File: src/design/sd_dat_pkg.sv
`default_nettype none

package sd_dat_pkg;

  // settings of one data transfer as given by the host
  typedef struct packed {
    logic        write;
    logic        multiple;
    logic [3:0]  blocks;
    logic [15:0] timeout_value;
  } sd_xfer_cfg_t;

  // data controller sequence
  typedef enum logic [2:0] {
    st_reset,
    st_idle,
    st_setting,
    st_check_fifo,
    st_transmit,
    st_ack
  } dat_state_e;

  // physical layer moving one DAT bit per clock
  typedef enum logic [2:0] {
    ph_idle,
    ph_ready,
    ph_start,
    ph_data,
    ph_end,
    ph_wait_start,
    ph_done
  } phys_state_e;

endpackage

`default_nettype wire
File: src/design/sd_dat_top.sv
`timescale 1ns/10ps
`default_nettype none

module sd_dat_top #(
  parameter int block_bytes = 4,
  parameter int fifo_depth  = 16
) (
  input  wire                       clock,
  input  wire                       reset,
  input  wire                       new_dat,
  input  wire sd_dat_pkg::sd_xfer_cfg_t req_cfg,
  input  wire                       timeout_enable,
  input  wire                       host_wr_valid,
  input  wire [7:0]                 host_wr_data,
  input  wire                       host_rd,
  input  wire                       dat_in,
  output logic                      idle,
  output logic                      transfer_complete,
  output logic                      timed_out,
  output logic [7:0]                host_rd_data,
  output logic                      host_rd_empty,
  output logic                      dat_out,
  output logic                      dat_oe
);

  import sd_dat_pkg::*;

  sd_xfer_cfg_t phys_cfg;
  logic         strobe;
  logic         ack;
  logic         serial_ready;
  logic         complete;
  logic         ack_in;
  logic         timeout;
  logic         fifo_okay;
  logic         phys_pop;
  logic         phys_push;
  logic [7:0]   phys_wr_data;

  sd_dat_controller u_controller (
    .clock             (clock),
    .reset             (reset),
    .new_dat           (new_dat),
    .req_cfg           (req_cfg),
    .timeout_enable    (timeout_enable),
    .serial_ready      (serial_ready),
    .complete          (complete),
    .ack_in            (ack_in),
    .timeout           (timeout),
    .fifo_okay         (fifo_okay),
    .phys_cfg          (phys_cfg),
    .idle_out          (idle),
    .strobe_out        (strobe),
    .ack_out           (ack),
    .transfer_complete (transfer_complete),
    .timed_out         (timed_out)
  );

  sd_dat_phys #(
    .block_bytes (block_bytes)
  ) u_phys (
    .clock        (clock),
    .reset        (reset),
    .cfg          (phys_cfg),
    .idle_in      (idle),
    .strobe       (strobe),
    .ack          (ack),
    .dat_in       (dat_in),
    .rd_data      (host_rd_data),
    .serial_ready (serial_ready),
    .complete     (complete),
    .ack_in       (ack_in),
    .timeout      (timeout),
    .dat_out      (dat_out),
    .dat_oe       (dat_oe),
    .pop          (phys_pop),
    .push         (phys_push),
    .wr_data      (phys_wr_data)
  );

  // direction comes from the host request, so loading works before new_dat
  sd_dat_fifo #(
    .block_bytes (block_bytes),
    .fifo_depth  (fifo_depth)
  ) u_fifo (
    .clock     (clock),
    .reset     (reset),
    .write_dir (req_cfg.write),
    .push_a    (host_wr_valid),
    .data_a    (host_wr_data),
    .push_b    (phys_push),
    .data_b    (phys_wr_data),
    .pop_a     (host_rd),
    .pop_b     (phys_pop),
    .head      (host_rd_data),
    .empty     (host_rd_empty),
    .fifo_okay (fifo_okay)
  );

endmodule

`default_nettype wire

File: src/design/sd_dat_controller.sv
`timescale 1ns/10ps
`default_nettype none

module sd_dat_controller (
  input  wire                       clock,
  input  wire                       reset,
  // host side
  input  wire                       new_dat,
  input  wire sd_dat_pkg::sd_xfer_cfg_t req_cfg,
  input  wire                       timeout_enable,
  // physical layer
  input  wire                       serial_ready,
  input  wire                       complete,
  input  wire                       ack_in,
  input  wire                       timeout,
  // fifo
  input  wire                       fifo_okay,
  output sd_dat_pkg::sd_xfer_cfg_t  phys_cfg,
  output logic                      idle_out,
  output logic                      strobe_out,
  output logic                      ack_out,
  output logic                      transfer_complete,
  output logic                      timed_out
);

  import sd_dat_pkg::*;

  dat_state_e state;
  dat_state_e next_state;
  logic       stop_timeout;

  assign stop_timeout = timeout && timeout_enable;

  always_comb
  begin
    next_state = state;
    case (state)
      st_reset:
        next_state = st_idle;
      st_idle:
      begin
        if (new_dat)
          next_state = st_setting;
      end
      st_setting:
      begin
        if (serial_ready)
          next_state = st_check_fifo;
      end
      st_check_fifo:
      begin
        // waits here until the buffer can take or give a whole block
        if (fifo_okay)
          next_state = st_transmit;
      end
      st_transmit:
      begin
        if (complete)
          next_state = st_ack;
      end
      st_ack:
      begin
        if (ack_in)
          next_state = st_idle;
      end
      default:
        next_state = st_reset;
    endcase
  end

  // reset first, then an enabled timeout aborts from any state
  always_ff @(posedge clock)
  begin
    if (reset)
      state <= st_reset;
    else if (stop_timeout)
      state <= st_idle;
    else
      state <= next_state;
  end

  // request is captured while setting up and held for the whole transfer
  always_ff @(posedge clock)
  begin
    if (reset)
      phys_cfg <= '0;
    else if (state == st_setting)
      phys_cfg <= req_cfg;
  end

  always_comb
  begin
    idle_out   = 1'b0;
    strobe_out = 1'b0;
    ack_out    = 1'b0;
    case (state)
      st_idle:
        idle_out = 1'b1;
      st_transmit:
        strobe_out = 1'b1;
      st_ack:
        ack_out = 1'b1;
      default:
      begin
        idle_out   = 1'b0;
        strobe_out = 1'b0;
        ack_out    = 1'b0;
      end
    endcase
  end

  // ack_in comes back one cycle into st_ack, so this is a single pulse
  assign transfer_complete = (state == st_ack) && ack_in;
  assign timed_out = stop_timeout;

  a_strobe_ack_exclusive : assert property (
    @(posedge clock) disable iff (reset)
    !(strobe_out && ack_out)
  );

  // a request arriving mid-transfer must not restart the sequence
  a_new_dat_ignored : assert property (
    @(posedge clock) disable iff (reset)
    (new_dat && !(state inside {st_idle, st_setting})) |=> state != st_setting
  );

endmodule

`default_nettype wire

File: src/design/sd_dat_phys.sv
`timescale 1ns/10ps
`default_nettype none

module sd_dat_phys #(
  parameter int block_bytes = 4
) (
  input  wire                       clock,
  input  wire                       reset,
  input  wire sd_dat_pkg::sd_xfer_cfg_t cfg,
  input  wire                       idle_in,
  input  wire                       strobe,
  input  wire                       ack,
  input  wire                       dat_in,
  input  wire [7:0]                 rd_data,
  output logic                      serial_ready,
  output logic                      complete,
  output logic                      ack_in,
  output logic                      timeout,
  output logic                      dat_out,
  output logic                      dat_oe,
  output logic                      pop,
  output logic                      push,
  output logic [7:0]                wr_data
);

  import sd_dat_pkg::*;

  localparam int byte_w = (block_bytes > 1) ? $clog2(block_bytes) : 1;

  phys_state_e       state;
  phys_state_e       next_state;
  logic [7:0]        shift_reg;
  logic [2:0]        bit_cnt;
  logic [byte_w-1:0] byte_cnt;
  logic [3:0]        block_cnt;
  logic [15:0]       timeout_cnt;
  logic [3:0]        block_total;
  logic              last_byte;
  logic              last_block;
  logic              end_ok;

  // a block count of 0, or a single transfer, means one block
  assign block_total = (cfg.multiple && cfg.blocks != 4'd0) ? cfg.blocks : 4'd1;
  assign last_byte   = (byte_cnt == byte_w'(block_bytes - 1));
  assign last_block  = (block_cnt == block_total - 4'd1);
  // writes always close the frame and reads need the end bit high
  assign end_ok      = cfg.write || dat_in;

  always_comb
  begin
    next_state = state;
    case (state)
      ph_idle:
      begin
        if (!idle_in && !strobe && !ack)
          next_state = ph_ready;
      end
      ph_ready:
      begin
        if (idle_in)
          next_state = ph_idle;
        else if (strobe)
          next_state = cfg.write ? ph_start : ph_wait_start;
      end
      ph_start:
        next_state = ph_data;
      ph_data:
      begin
        if (bit_cnt == 3'd7 && last_byte)
          next_state = ph_end;
      end
      ph_end:
      begin
        if (end_ok)
          next_state = last_block ? ph_done : (cfg.write ? ph_start : ph_wait_start);
      end
      ph_wait_start:
      begin
        if (!dat_in)
          next_state = ph_data;
      end
      ph_done:
        next_state = ph_idle;
      default:
        next_state = ph_idle;
    endcase
    // abort once the controller drops the strobe
    if (!strobe && (state inside {ph_start, ph_data, ph_end, ph_wait_start}))
      next_state = ph_idle;
  end

  always_ff @(posedge clock)
  begin
    if (reset)
    begin
      state  <= ph_idle;
      ack_in <= 1'b0;
    end
    else
    begin
      state  <= next_state;
      ack_in <= ack;
    end
  end

  always_ff @(posedge clock)
  begin
    if (reset)
    begin
      bit_cnt     <= '0;
      byte_cnt    <= '0;
      block_cnt   <= '0;
      timeout_cnt <= '0;
    end
    else
    begin
      case (state)
        ph_ready:
        begin
          bit_cnt     <= '0;
          byte_cnt    <= '0;
          block_cnt   <= '0;
          timeout_cnt <= '0;
        end
        ph_data:
        begin
          // wraps to 0 after the eighth bit
          bit_cnt <= bit_cnt + 3'd1;
          if (bit_cnt == 3'd7)
            byte_cnt <= last_byte ? '0 : byte_cnt + byte_w'(1);
        end
        ph_end:
        begin
          if (end_ok)
          begin
            block_cnt   <= block_cnt + 4'd1;
            timeout_cnt <= '0;
          end
        end
        ph_wait_start:
          timeout_cnt <= timeout_cnt + 16'd1;
      endcase
    end
  end

  // write loads the fifo head on bit 0 and read shifts the line in
  always_ff @(posedge clock)
  begin
    if (state == ph_data)
    begin
      if (cfg.write && bit_cnt == 3'd0)
        shift_reg <= {rd_data[6:0], 1'b0};
      else
        shift_reg <= {shift_reg[6:0], cfg.write ? 1'b0 : dat_in};
    end
  end

  assign serial_ready = (state == ph_ready);
  assign complete     = (state == ph_done);
  assign timeout      = (state == ph_wait_start) && (timeout_cnt == cfg.timeout_value);
  assign dat_oe       = cfg.write && (state inside {ph_start, ph_data, ph_end});
  assign pop          = cfg.write && (state == ph_data) && (bit_cnt == 3'd0);
  assign push         = !cfg.write && (state == ph_data) && (bit_cnt == 3'd7);
  assign wr_data      = {shift_reg[6:0], dat_in};

  always_comb
  begin
    dat_out = 1'b1;
    if (dat_oe)
    begin
      case (state)
        ph_start:
          dat_out = 1'b0;
        ph_data:
          dat_out = (bit_cnt == 3'd0) ? rd_data[7] : shift_reg[7];
        default:
          dat_out = 1'b1;
      endcase
    end
  end

  a_pop_in_data : assert property (
    @(posedge clock) disable iff (reset)
    pop |-> (state == ph_data) && strobe
  );

endmodule

`default_nettype wire

File: src/design/sd_dat_fifo.sv
`timescale 1ns/10ps
`default_nettype none

module sd_dat_fifo #(
  parameter int block_bytes = 4,
  parameter int fifo_depth  = 16
) (
  input  wire        clock,
  input  wire        reset,
  input  wire        write_dir,
  // port a is the host, port b the physical layer
  input  wire        push_a,
  input  wire [7:0]  data_a,
  input  wire        push_b,
  input  wire [7:0]  data_b,
  input  wire        pop_a,
  input  wire        pop_b,
  output logic [7:0] head,
  output logic       empty,
  output logic       fifo_okay
);

  localparam int ptr_w = (fifo_depth > 1) ? $clog2(fifo_depth) : 1;
  localparam int cnt_w = $clog2(fifo_depth + 1);

  logic [7:0]       mem [fifo_depth];
  logic [ptr_w-1:0] wr_ptr;
  logic [ptr_w-1:0] rd_ptr;
  logic [cnt_w-1:0] count;
  logic             push;
  logic             pop;
  logic [7:0]       push_data;

  function automatic logic [ptr_w-1:0] next_ptr(input logic [ptr_w-1:0] ptr);
    if (ptr == ptr_w'(fifo_depth - 1))
      return '0;
    else
      return ptr + ptr_w'(1);
  endfunction

  // host fills and card side drains on a write, the reverse on a read
  assign push      = write_dir ? push_a : push_b;
  assign pop       = write_dir ? pop_b : pop_a;
  assign push_data = write_dir ? data_a : data_b;

  always_ff @(posedge clock)
  begin
    if (push)
      mem[wr_ptr] <= push_data;
  end

  always_ff @(posedge clock)
  begin
    if (reset)
    begin
      wr_ptr <= '0;
      rd_ptr <= '0;
      count  <= '0;
    end
    else
    begin
      if (push)
        wr_ptr <= next_ptr(wr_ptr);
      if (pop)
        rd_ptr <= next_ptr(rd_ptr);
      if (push && !pop)
        count <= count + cnt_w'(1);
      else if (pop && !push)
        count <= count - cnt_w'(1);
    end
  end

  assign head  = mem[rd_ptr];
  assign empty = (count == '0);

  // one whole block stored for a write or room for one for a read
  assign fifo_okay = write_dir ? (count >= cnt_w'(block_bytes))
                               : ((cnt_w'(fifo_depth) - count) >= cnt_w'(block_bytes));

  a_no_push_full : assert property (
    @(posedge clock) disable iff (reset)
    push |-> count != cnt_w'(fifo_depth)
  );

  a_no_pop_empty : assert property (
    @(posedge clock) disable iff (reset)
    pop |-> count != '0
  );

endmodule

`default_nettype wire

File: config.mk
export PLATFORM = sky130hd
export DESIGN_NAME = sd_dat_top
export DESIGN_NICKNAME = d
export VERILOG_FILES = /design/src/design/sd_dat_pkg.sv /design/src/design/sd_dat_top.sv /design/src/design/sd_dat_controller.sv /design/src/design/sd_dat_phys.sv /design/src/design/sd_dat_fifo.sv
export SDC_FILE = /design/constraint.sdc
export NUM_CORES = 1
export LEC_CHECK = 0
export ABC_AREA = 1
export BUFFER_PORTS_ARGS = -buffer_cell sky130_fd_sc_hd__buf_2
export CORE_MARGIN = 5
export CORE_UTILIZATION = 45
export CTS_CLUSTER_DIAMETER = 100
export CTS_CLUSTER_SIZE = 16
export DETAILED_ROUTE_END_ITERATION = 10
export SETUP_SLACK_MARGIN = 0.3
export SYNTH_ARGS = -nofsm -noshare
export SYNTH_HDL_FRONTEND = slang
export SYNTH_SLANG_ARGS = --single-unit
File: constraint.sdc
create_clock -name clock -period 2.6 [get_ports clock]
set_input_delay 0.13 -clock clock [delete_from_list [all_inputs] [get_ports clock]]
set_output_delay 0.13 -clock clock [all_outputs]
set_load 0.01 [all_outputs]
Yosys cells after proc, flatten, opt, wreduce, memory -nomap -nowiden. Memory sizes are Yosys's and may differ from the RTL's. A register that Yosys moved wholly into a read port is not among the register bits. Cells that the tools add are included.

Logic and storage cells: 151. Memory bits (writable): 128. ROM bits: 0. Latch bits: 0. Input bits: 37. Register bits: 75. Memories: 1.

Memories: u_fifo.mem (depth 16, bits a word 8, rd ports 1, clocked after Yosys merged registers in 1, write ports 1, RTL line sd_dat_fifo.sv:26) `logic [7:0] mem [fifo_depth];`.

$lt $le $gt $ge: 2. Muxes and demuxes: 45. Divide/modulo/power cells: 0. Bitwise gates (word level): 0. Reduce and logical (&&, ||, !) cells: 43. Multipliers: 0. Shift-type cells: 0. Add/sub/neg operators: 10. Eq/ne operators: 33.

Operators by type and width (count): $pmux 16 s3 (1); $mux 3 (13); $pmux 3 s6 (2); $mux 4 (6); $eq 3x3->1 const B (6); $add 16x1->16 const B (1); $eq 16x16->1 (1); $logic_and 1x1->1 (16); $mux 16 (1); $mux 8 (2); $reduce_and 5->1 (3); $add 4x1->4 const B (3); $eq 3x2->1 const B (4); $mux 1 (12); $ne 3x3->1 const B (4); $ge 5x3->1 const B (2); $mux 5 (2); $ne 2x1->1 const B (5); $ne 2x2->1 const B (5); $logic_not 3->1 (3); $eq 4x4->1 const B (2); $pmux 4 s2 (1); $reduce_bool 4->1 (2); $eq 3x1->1 const B (2); 21 further kinds (34).

Depth between registers and ports, before layout.
Word-level depth: 8. Mapped depth: 17.

Hierarchy. A second synthesis with hierarchy kept.

Cells, all modules: 1110. Area total of the unflattened synthesis: 9814.4 sq um.

Modules (own cells, without submodules): sd_dat_fifo (cells an instance 618, sequential area each 4184.0 sq um, instances 1, area each 6303.5 sq um); sd_dat_phys (cells an instance 330, sequential area each 820.8 sq um, instances 1, area each 2431.1 sq um); sd_dat_controller (cells an instance 162, sequential area each 500.5 sq um, instances 1, area each 1079.8 sq um).

Worst setup path after synthesis. No wires, ideal clock.

Path kind: register to register. Start: reg u_phys.state[2]. End: reg u_fifo.count[4]. Path buffers: 1. Stages on the path, launching flop included: 17. Data arrival time: 2459 ps. Required time: 2481 ps. Setup time: 119 ps. Setup slack: 21 ps. Cells stage by stage: dfxtp_1 -> inv_4 -> nand2_2 -> nor2_2 -> buf_6 -> nand4_2 -> o21ai_4 -> ha_1 -> inv_1 -> fa_1 -> a21o_1 -> a21oi_1 -> nor2_1 -> nor2_1 -> nand2_1 -> o21ai_0 -> a21oi_1.

Longest elaborated chain between the ends: 7. Elaborated cells on any way between the ends: 13.

Ends and longest elaborated chain: from (decl) (RTL line sd_dat_phys.sv:30) `phys_state_e state;`; from (signal assigned) (RTL line sd_dat_phys.sv:96) `state <= ph_idle;`; from (signal assigned) (RTL line sd_dat_phys.sv:101) `state <= next_state;`; $eq 3x2->1 (*) (RTL line sd_dat_phys.sv:163) `assign push = !cfg.write && (state == ph_data) && (bit_cnt == 3'd7);`; $logic_and 1x1->1 (*) (2 in series) (RTL line sd_dat_phys.sv:163); $mux 1 (*) (RTL line sd_dat_fifo.sv:42) `assign push = write_dir ? push_a : push_b;`; via u_fifo.push (RTL line sd_dat_fifo.sv:30) `logic push;`; $logic_not 1->1 (RTL line sd_dat_fifo.sv:68) `else if (pop && !push)`; $logic_and 1x1->1 (RTL line sd_dat_fifo.sv:68); $reduce_bool 2->1 (no line); to (signal assigned) (RTL line sd_dat_fifo.sv:67) `count <= count + cnt_w'(1);`; to (signal assigned) (RTL line sd_dat_fifo.sv:69) `count <= count - cnt_w'(1);`; to (decl) (RTL line sd_dat_fifo.sv:29) `logic [cnt_w-1:0] count;`.

The timed path passes the listed nets; every way through them passes the cells marked *. A chain may end at the register's enable or synchronous reset.

Worst setup path in the final report.
Start: reg u_phys.bit_cnt[0]. End: out dat_out.

Longest elaborated chain between the ends: 4.

Ends and longest elaborated chain: from (decl) (RTL line sd_dat_phys.sv:33) `logic [2:0] bit_cnt;`; from (signal assigned) (RTL line sd_dat_phys.sv:128) `bit_cnt <= bit_cnt + 3'd1;`; $logic_not 3->1 (RTL line sd_dat_phys.sv:175) `dat_out = (bit_cnt == 3'd0) ? rd_data[7] : shift_reg[7];`; $mux 1 (RTL line sd_dat_phys.sv:175); $pmux 1 s2 (RTL line sd_dat_phys.sv:171) `case (state)`; $mux 1 (RTL line sd_dat_phys.sv:169) `if (dat_oe)`; to (decl) (RTL line sd_dat_top.sv:22) `output logic dat_out,`.

Every way passes these cells.

==> results.json <==
{
  "status": "completed",
  "fin_setup_tns_ns": 0,
  "setup_viol": 0,
  "synth_edf_count": 136,
  "peakVddDrop_mv": 0.424,
  "hold_path.startpoint": "reset",
  "portBuffers": 50,
  "wl_um": 22800,
  "holdPathStages": 2,
  "grt_first_pass_wirelength_um": 36200,
  "syn-cell-area_um2": 9440,
  "maxCapViolations": 0,
  "r2r_cells": 18,
  "grt_start_max_net_pins": 65,
  "synth_cell_type_count": 53,
  "fin_crit_sh": 0.904,
  "drt_pass1_iterations": 5,
  "cts_tree": "yes",
  "die_h_um": 155,
  "final_common_cell": "nor2_1",
  "reg2reg_to": "u_fifo.count[4]",
  "via_count": 7349,
  "detail_route.wl_per_cell_um": 16.4,
  "fin_area_um2": 11100,
  "max_clock_freq_mhz": 426,
  "ant_nets": 0,
  "largest_register": "u_fifo.mem",
  "dp_hpwl_um": 15100,
  "clock_path_buffers": 3,
  "clock-root-buffer": "clkbuf_16",
  "ys_warn_count": 0,
  "reg2reg_from": "u_phys.bit_cnt[0]",
  "drc": 0,
  "period_minus_slack_ns": 2.35,
  "ys_seq_elements": 207,
  "start_kind": "flip-flop",
  "post-route-util": 0.535,
  "core_um2": 20800,
  "worstPathRequired_ns": 2.47,
  "die_x_um": 155,
  "antenna_found_initial": 0,
  "overflow": 0,
  "clock_latency_ns": 0.48,
  "p_leak_nw": 4.14,
  "h-tree-depth": 1,
  "antennaDiodeCount": 0,
  "grt_pass1_vias": 6906,
  "p_per_area_nw_per_um2": 735,
  "finalHoldViolations": 0,
  "fin_worst_skew_ns": 0.0199,
  "yosysSeqAreaShare": 0.583,
  "row_count": 53,
  "ys.flop_type": "edfxtp_1",
  "hold_end": "u_phys.ack_in",
  "dieArea_um2": 24000,
  "yosys.area.top_type": "edfxtp_1",
  "crit_type": "reg -> out",
  "relSlewSlack": 0.102,
  "synthCells": 998,
  "crit_fanout": 3,
  "tightest_slew_ns": 1.34,
  "synth.avg_cell_area_um2": 9.46,
  "clock_sinks": 207,
  "post_drt_via_cell_ratio": 5.30,
  "yosysTopAreaCellShare": 0.432,
  "drv_slew": 0,
  "track_usage": 0.187,
  "final_cell_mix": "nor2_1, edfxtp_1, nand2_1",
  "synth-async-reset-ratio": 0,
  "dpl_cell_area_um2": 10200,
  "end_kind": "primary output",
  "fin_nets": 1158,
  "area_delta_synth_final_pct": 18.0,
  "cts_buffers": 16,
  "drive_gt1_frac": 0.163,
  "crit_arrival_ns": 2.22,
  "clkSlewWorstSetupHoldPaths_ns": 0.08,
  "reg_top3": "u_fifo.mem (128), u_controller.phys_cfg (22), u_phys.timeout_cnt (16)",
  "netlist_top_cells_area": "edfxtp_1, dfxtp_1, nor2_1",
  "initial_utilization": 0.454,
  "ff2ff_setup_slack_ns": 0.28,
  "rsz0062_at_grt": "yes",
  "hp-class": "in -> reg",
  "num_io_pins": 51,
  "synth_nets": 1053,
  "gp_congestion": 0.864,
  "drt_iter0_drc": 525,
  "largest_reg_flops": 128
}
-- logic make-up (layout without fill, tap and decap cells) --
group,after synthesis,in the layout,synth area share
flip-flops,207,207,0.583
XOR/XNOR,6,6,0.00557
AO/OA/AOI/OAI,242,242,0.146
AND/OR/NAND/NOR,381,381,0.175
adder cells (fa/ha/maj),18,18,0.0246
buffers and inverters,136,250,0.0570
multiplexers,8,8,0.00861
-- Yosys cell counts (2+ instances only) --
cell type / instances
xnor2_1: 3
xor2_1: 3
clkinv_1: 2
o21ai_0: 122
ha_1: 17
nor3_2: 2
buf_2: 8
nand2_1: 133
inv_2: 6
nand4_1: 9
o21ai_4: 2
edfxtp_1: 136
a21oi_1: 58
nand3_1: 31
o211ai_1: 25
buf_4: 2
o21a_1: 3
buf_1: 5
nor2_2: 3
o22ai_1: 4
inv_1: 89
nor3_1: 19
o21ai_1: 9
mux2i_1: 7
nand2_2: 5
nor2_4: 2
o221ai_1: 7
nor2_1: 164
a211oi_1: 3
clkbuf_1: 22
dfxtp_1: 71
or2_2: 4
nand4_2: 2
-- metrics by stage --
| step | power [mW] | setup slack (ns) | instances | hold WS, ns |
|---|---|---|---|---|
| detailed placement | 5.87 | 0.149 | 1319 | 0.388 |
| finish | 8.19 | 0.250 | 1387 | 0.0265 |
| global route | 8.68 | 0.128 | 1387 | 0.0349 |
| CTS | 8.21 | 0.195 | 1378 | 0.0154 |
| global placement | 5.85 | 0.188 | 1319 | 0.384 |
| floorplan | 5.38 | 0.222 | 998 | 0.297 |
-- metal layers --
layer  vias to the layer above  GRT usage  wire length, um
met5                         -          0                0
met4                         0     0.0479              370
met3                        24     0.0281             1430
met2                       185      0.288            10200
met1                      3489      0.279            10800
li1                       3651          -                -
-- critical path, stage by stage (launching register included) --
cell and delay [ns]:
dfxtp_2 0.33, inv_2 0.08, ha_4 0.14, inv_4 0.03
nor2_4 0.11, inv_2 0.06, buf_4 0.13, buf_6 0.10
buf_6 0.10, buf_4 0.12, buf_4 0.12, buf_4 0.12
nor2_2 0.07, o21ai_1 0.08, buf_2 0.14
-- area by class of cell --
type,count,area (um2)
Multi-Input combinational cell,655,3520
Inverter,98,378
Tap cell,275,344
Timing Repair Buffer,125,927
Sequential cell,207,5520
Fill cell,1943,9680
Clock buffer,26,438
Clock inverter,1,16.3
-- worst max path at each step --
stage / cells past startpoint / slack (ns) / start / end
floorplan: 16 / 0.22 / u_phys.state[2] / u_fifo.count[4]
global placement: 17 / 0.19 / u_phys.bit_cnt[0] / u_fifo.count[4]
detailed placement: 17 / 0.15 / u_phys.bit_cnt[0] / u_fifo.count[4]
CTS: 17 / 0.20 / u_phys.bit_cnt[1] / u_fifo.count[4]
global route: 18 / 0.13 / u_phys.bit_cnt[0] / u_fifo.count[4]
finish: 14 / 0.25 / u_phys.bit_cnt[0] / dat_out
-- what timing repair did --
item | in CTS | in global routing
gates resized for setup | 13 | 18
setup endpoints to repair | 3 | 8
endpoints found under the hold margin | 21 | 0
setup buffers | 11 | 8
pin swaps | 12 | 18
cloned | 0 | 1
hold buffers | 21 | 0
-- where the power goes --
part           switching [mW]  total [mW]  internal, mW
clock network            1.10        2.27          1.16
logic                    1.24        1.97         0.730
registers               0.195        3.95          3.75
total                    2.54        8.19          5.65
No activity file was read; power rests on OpenSTA's default activity.
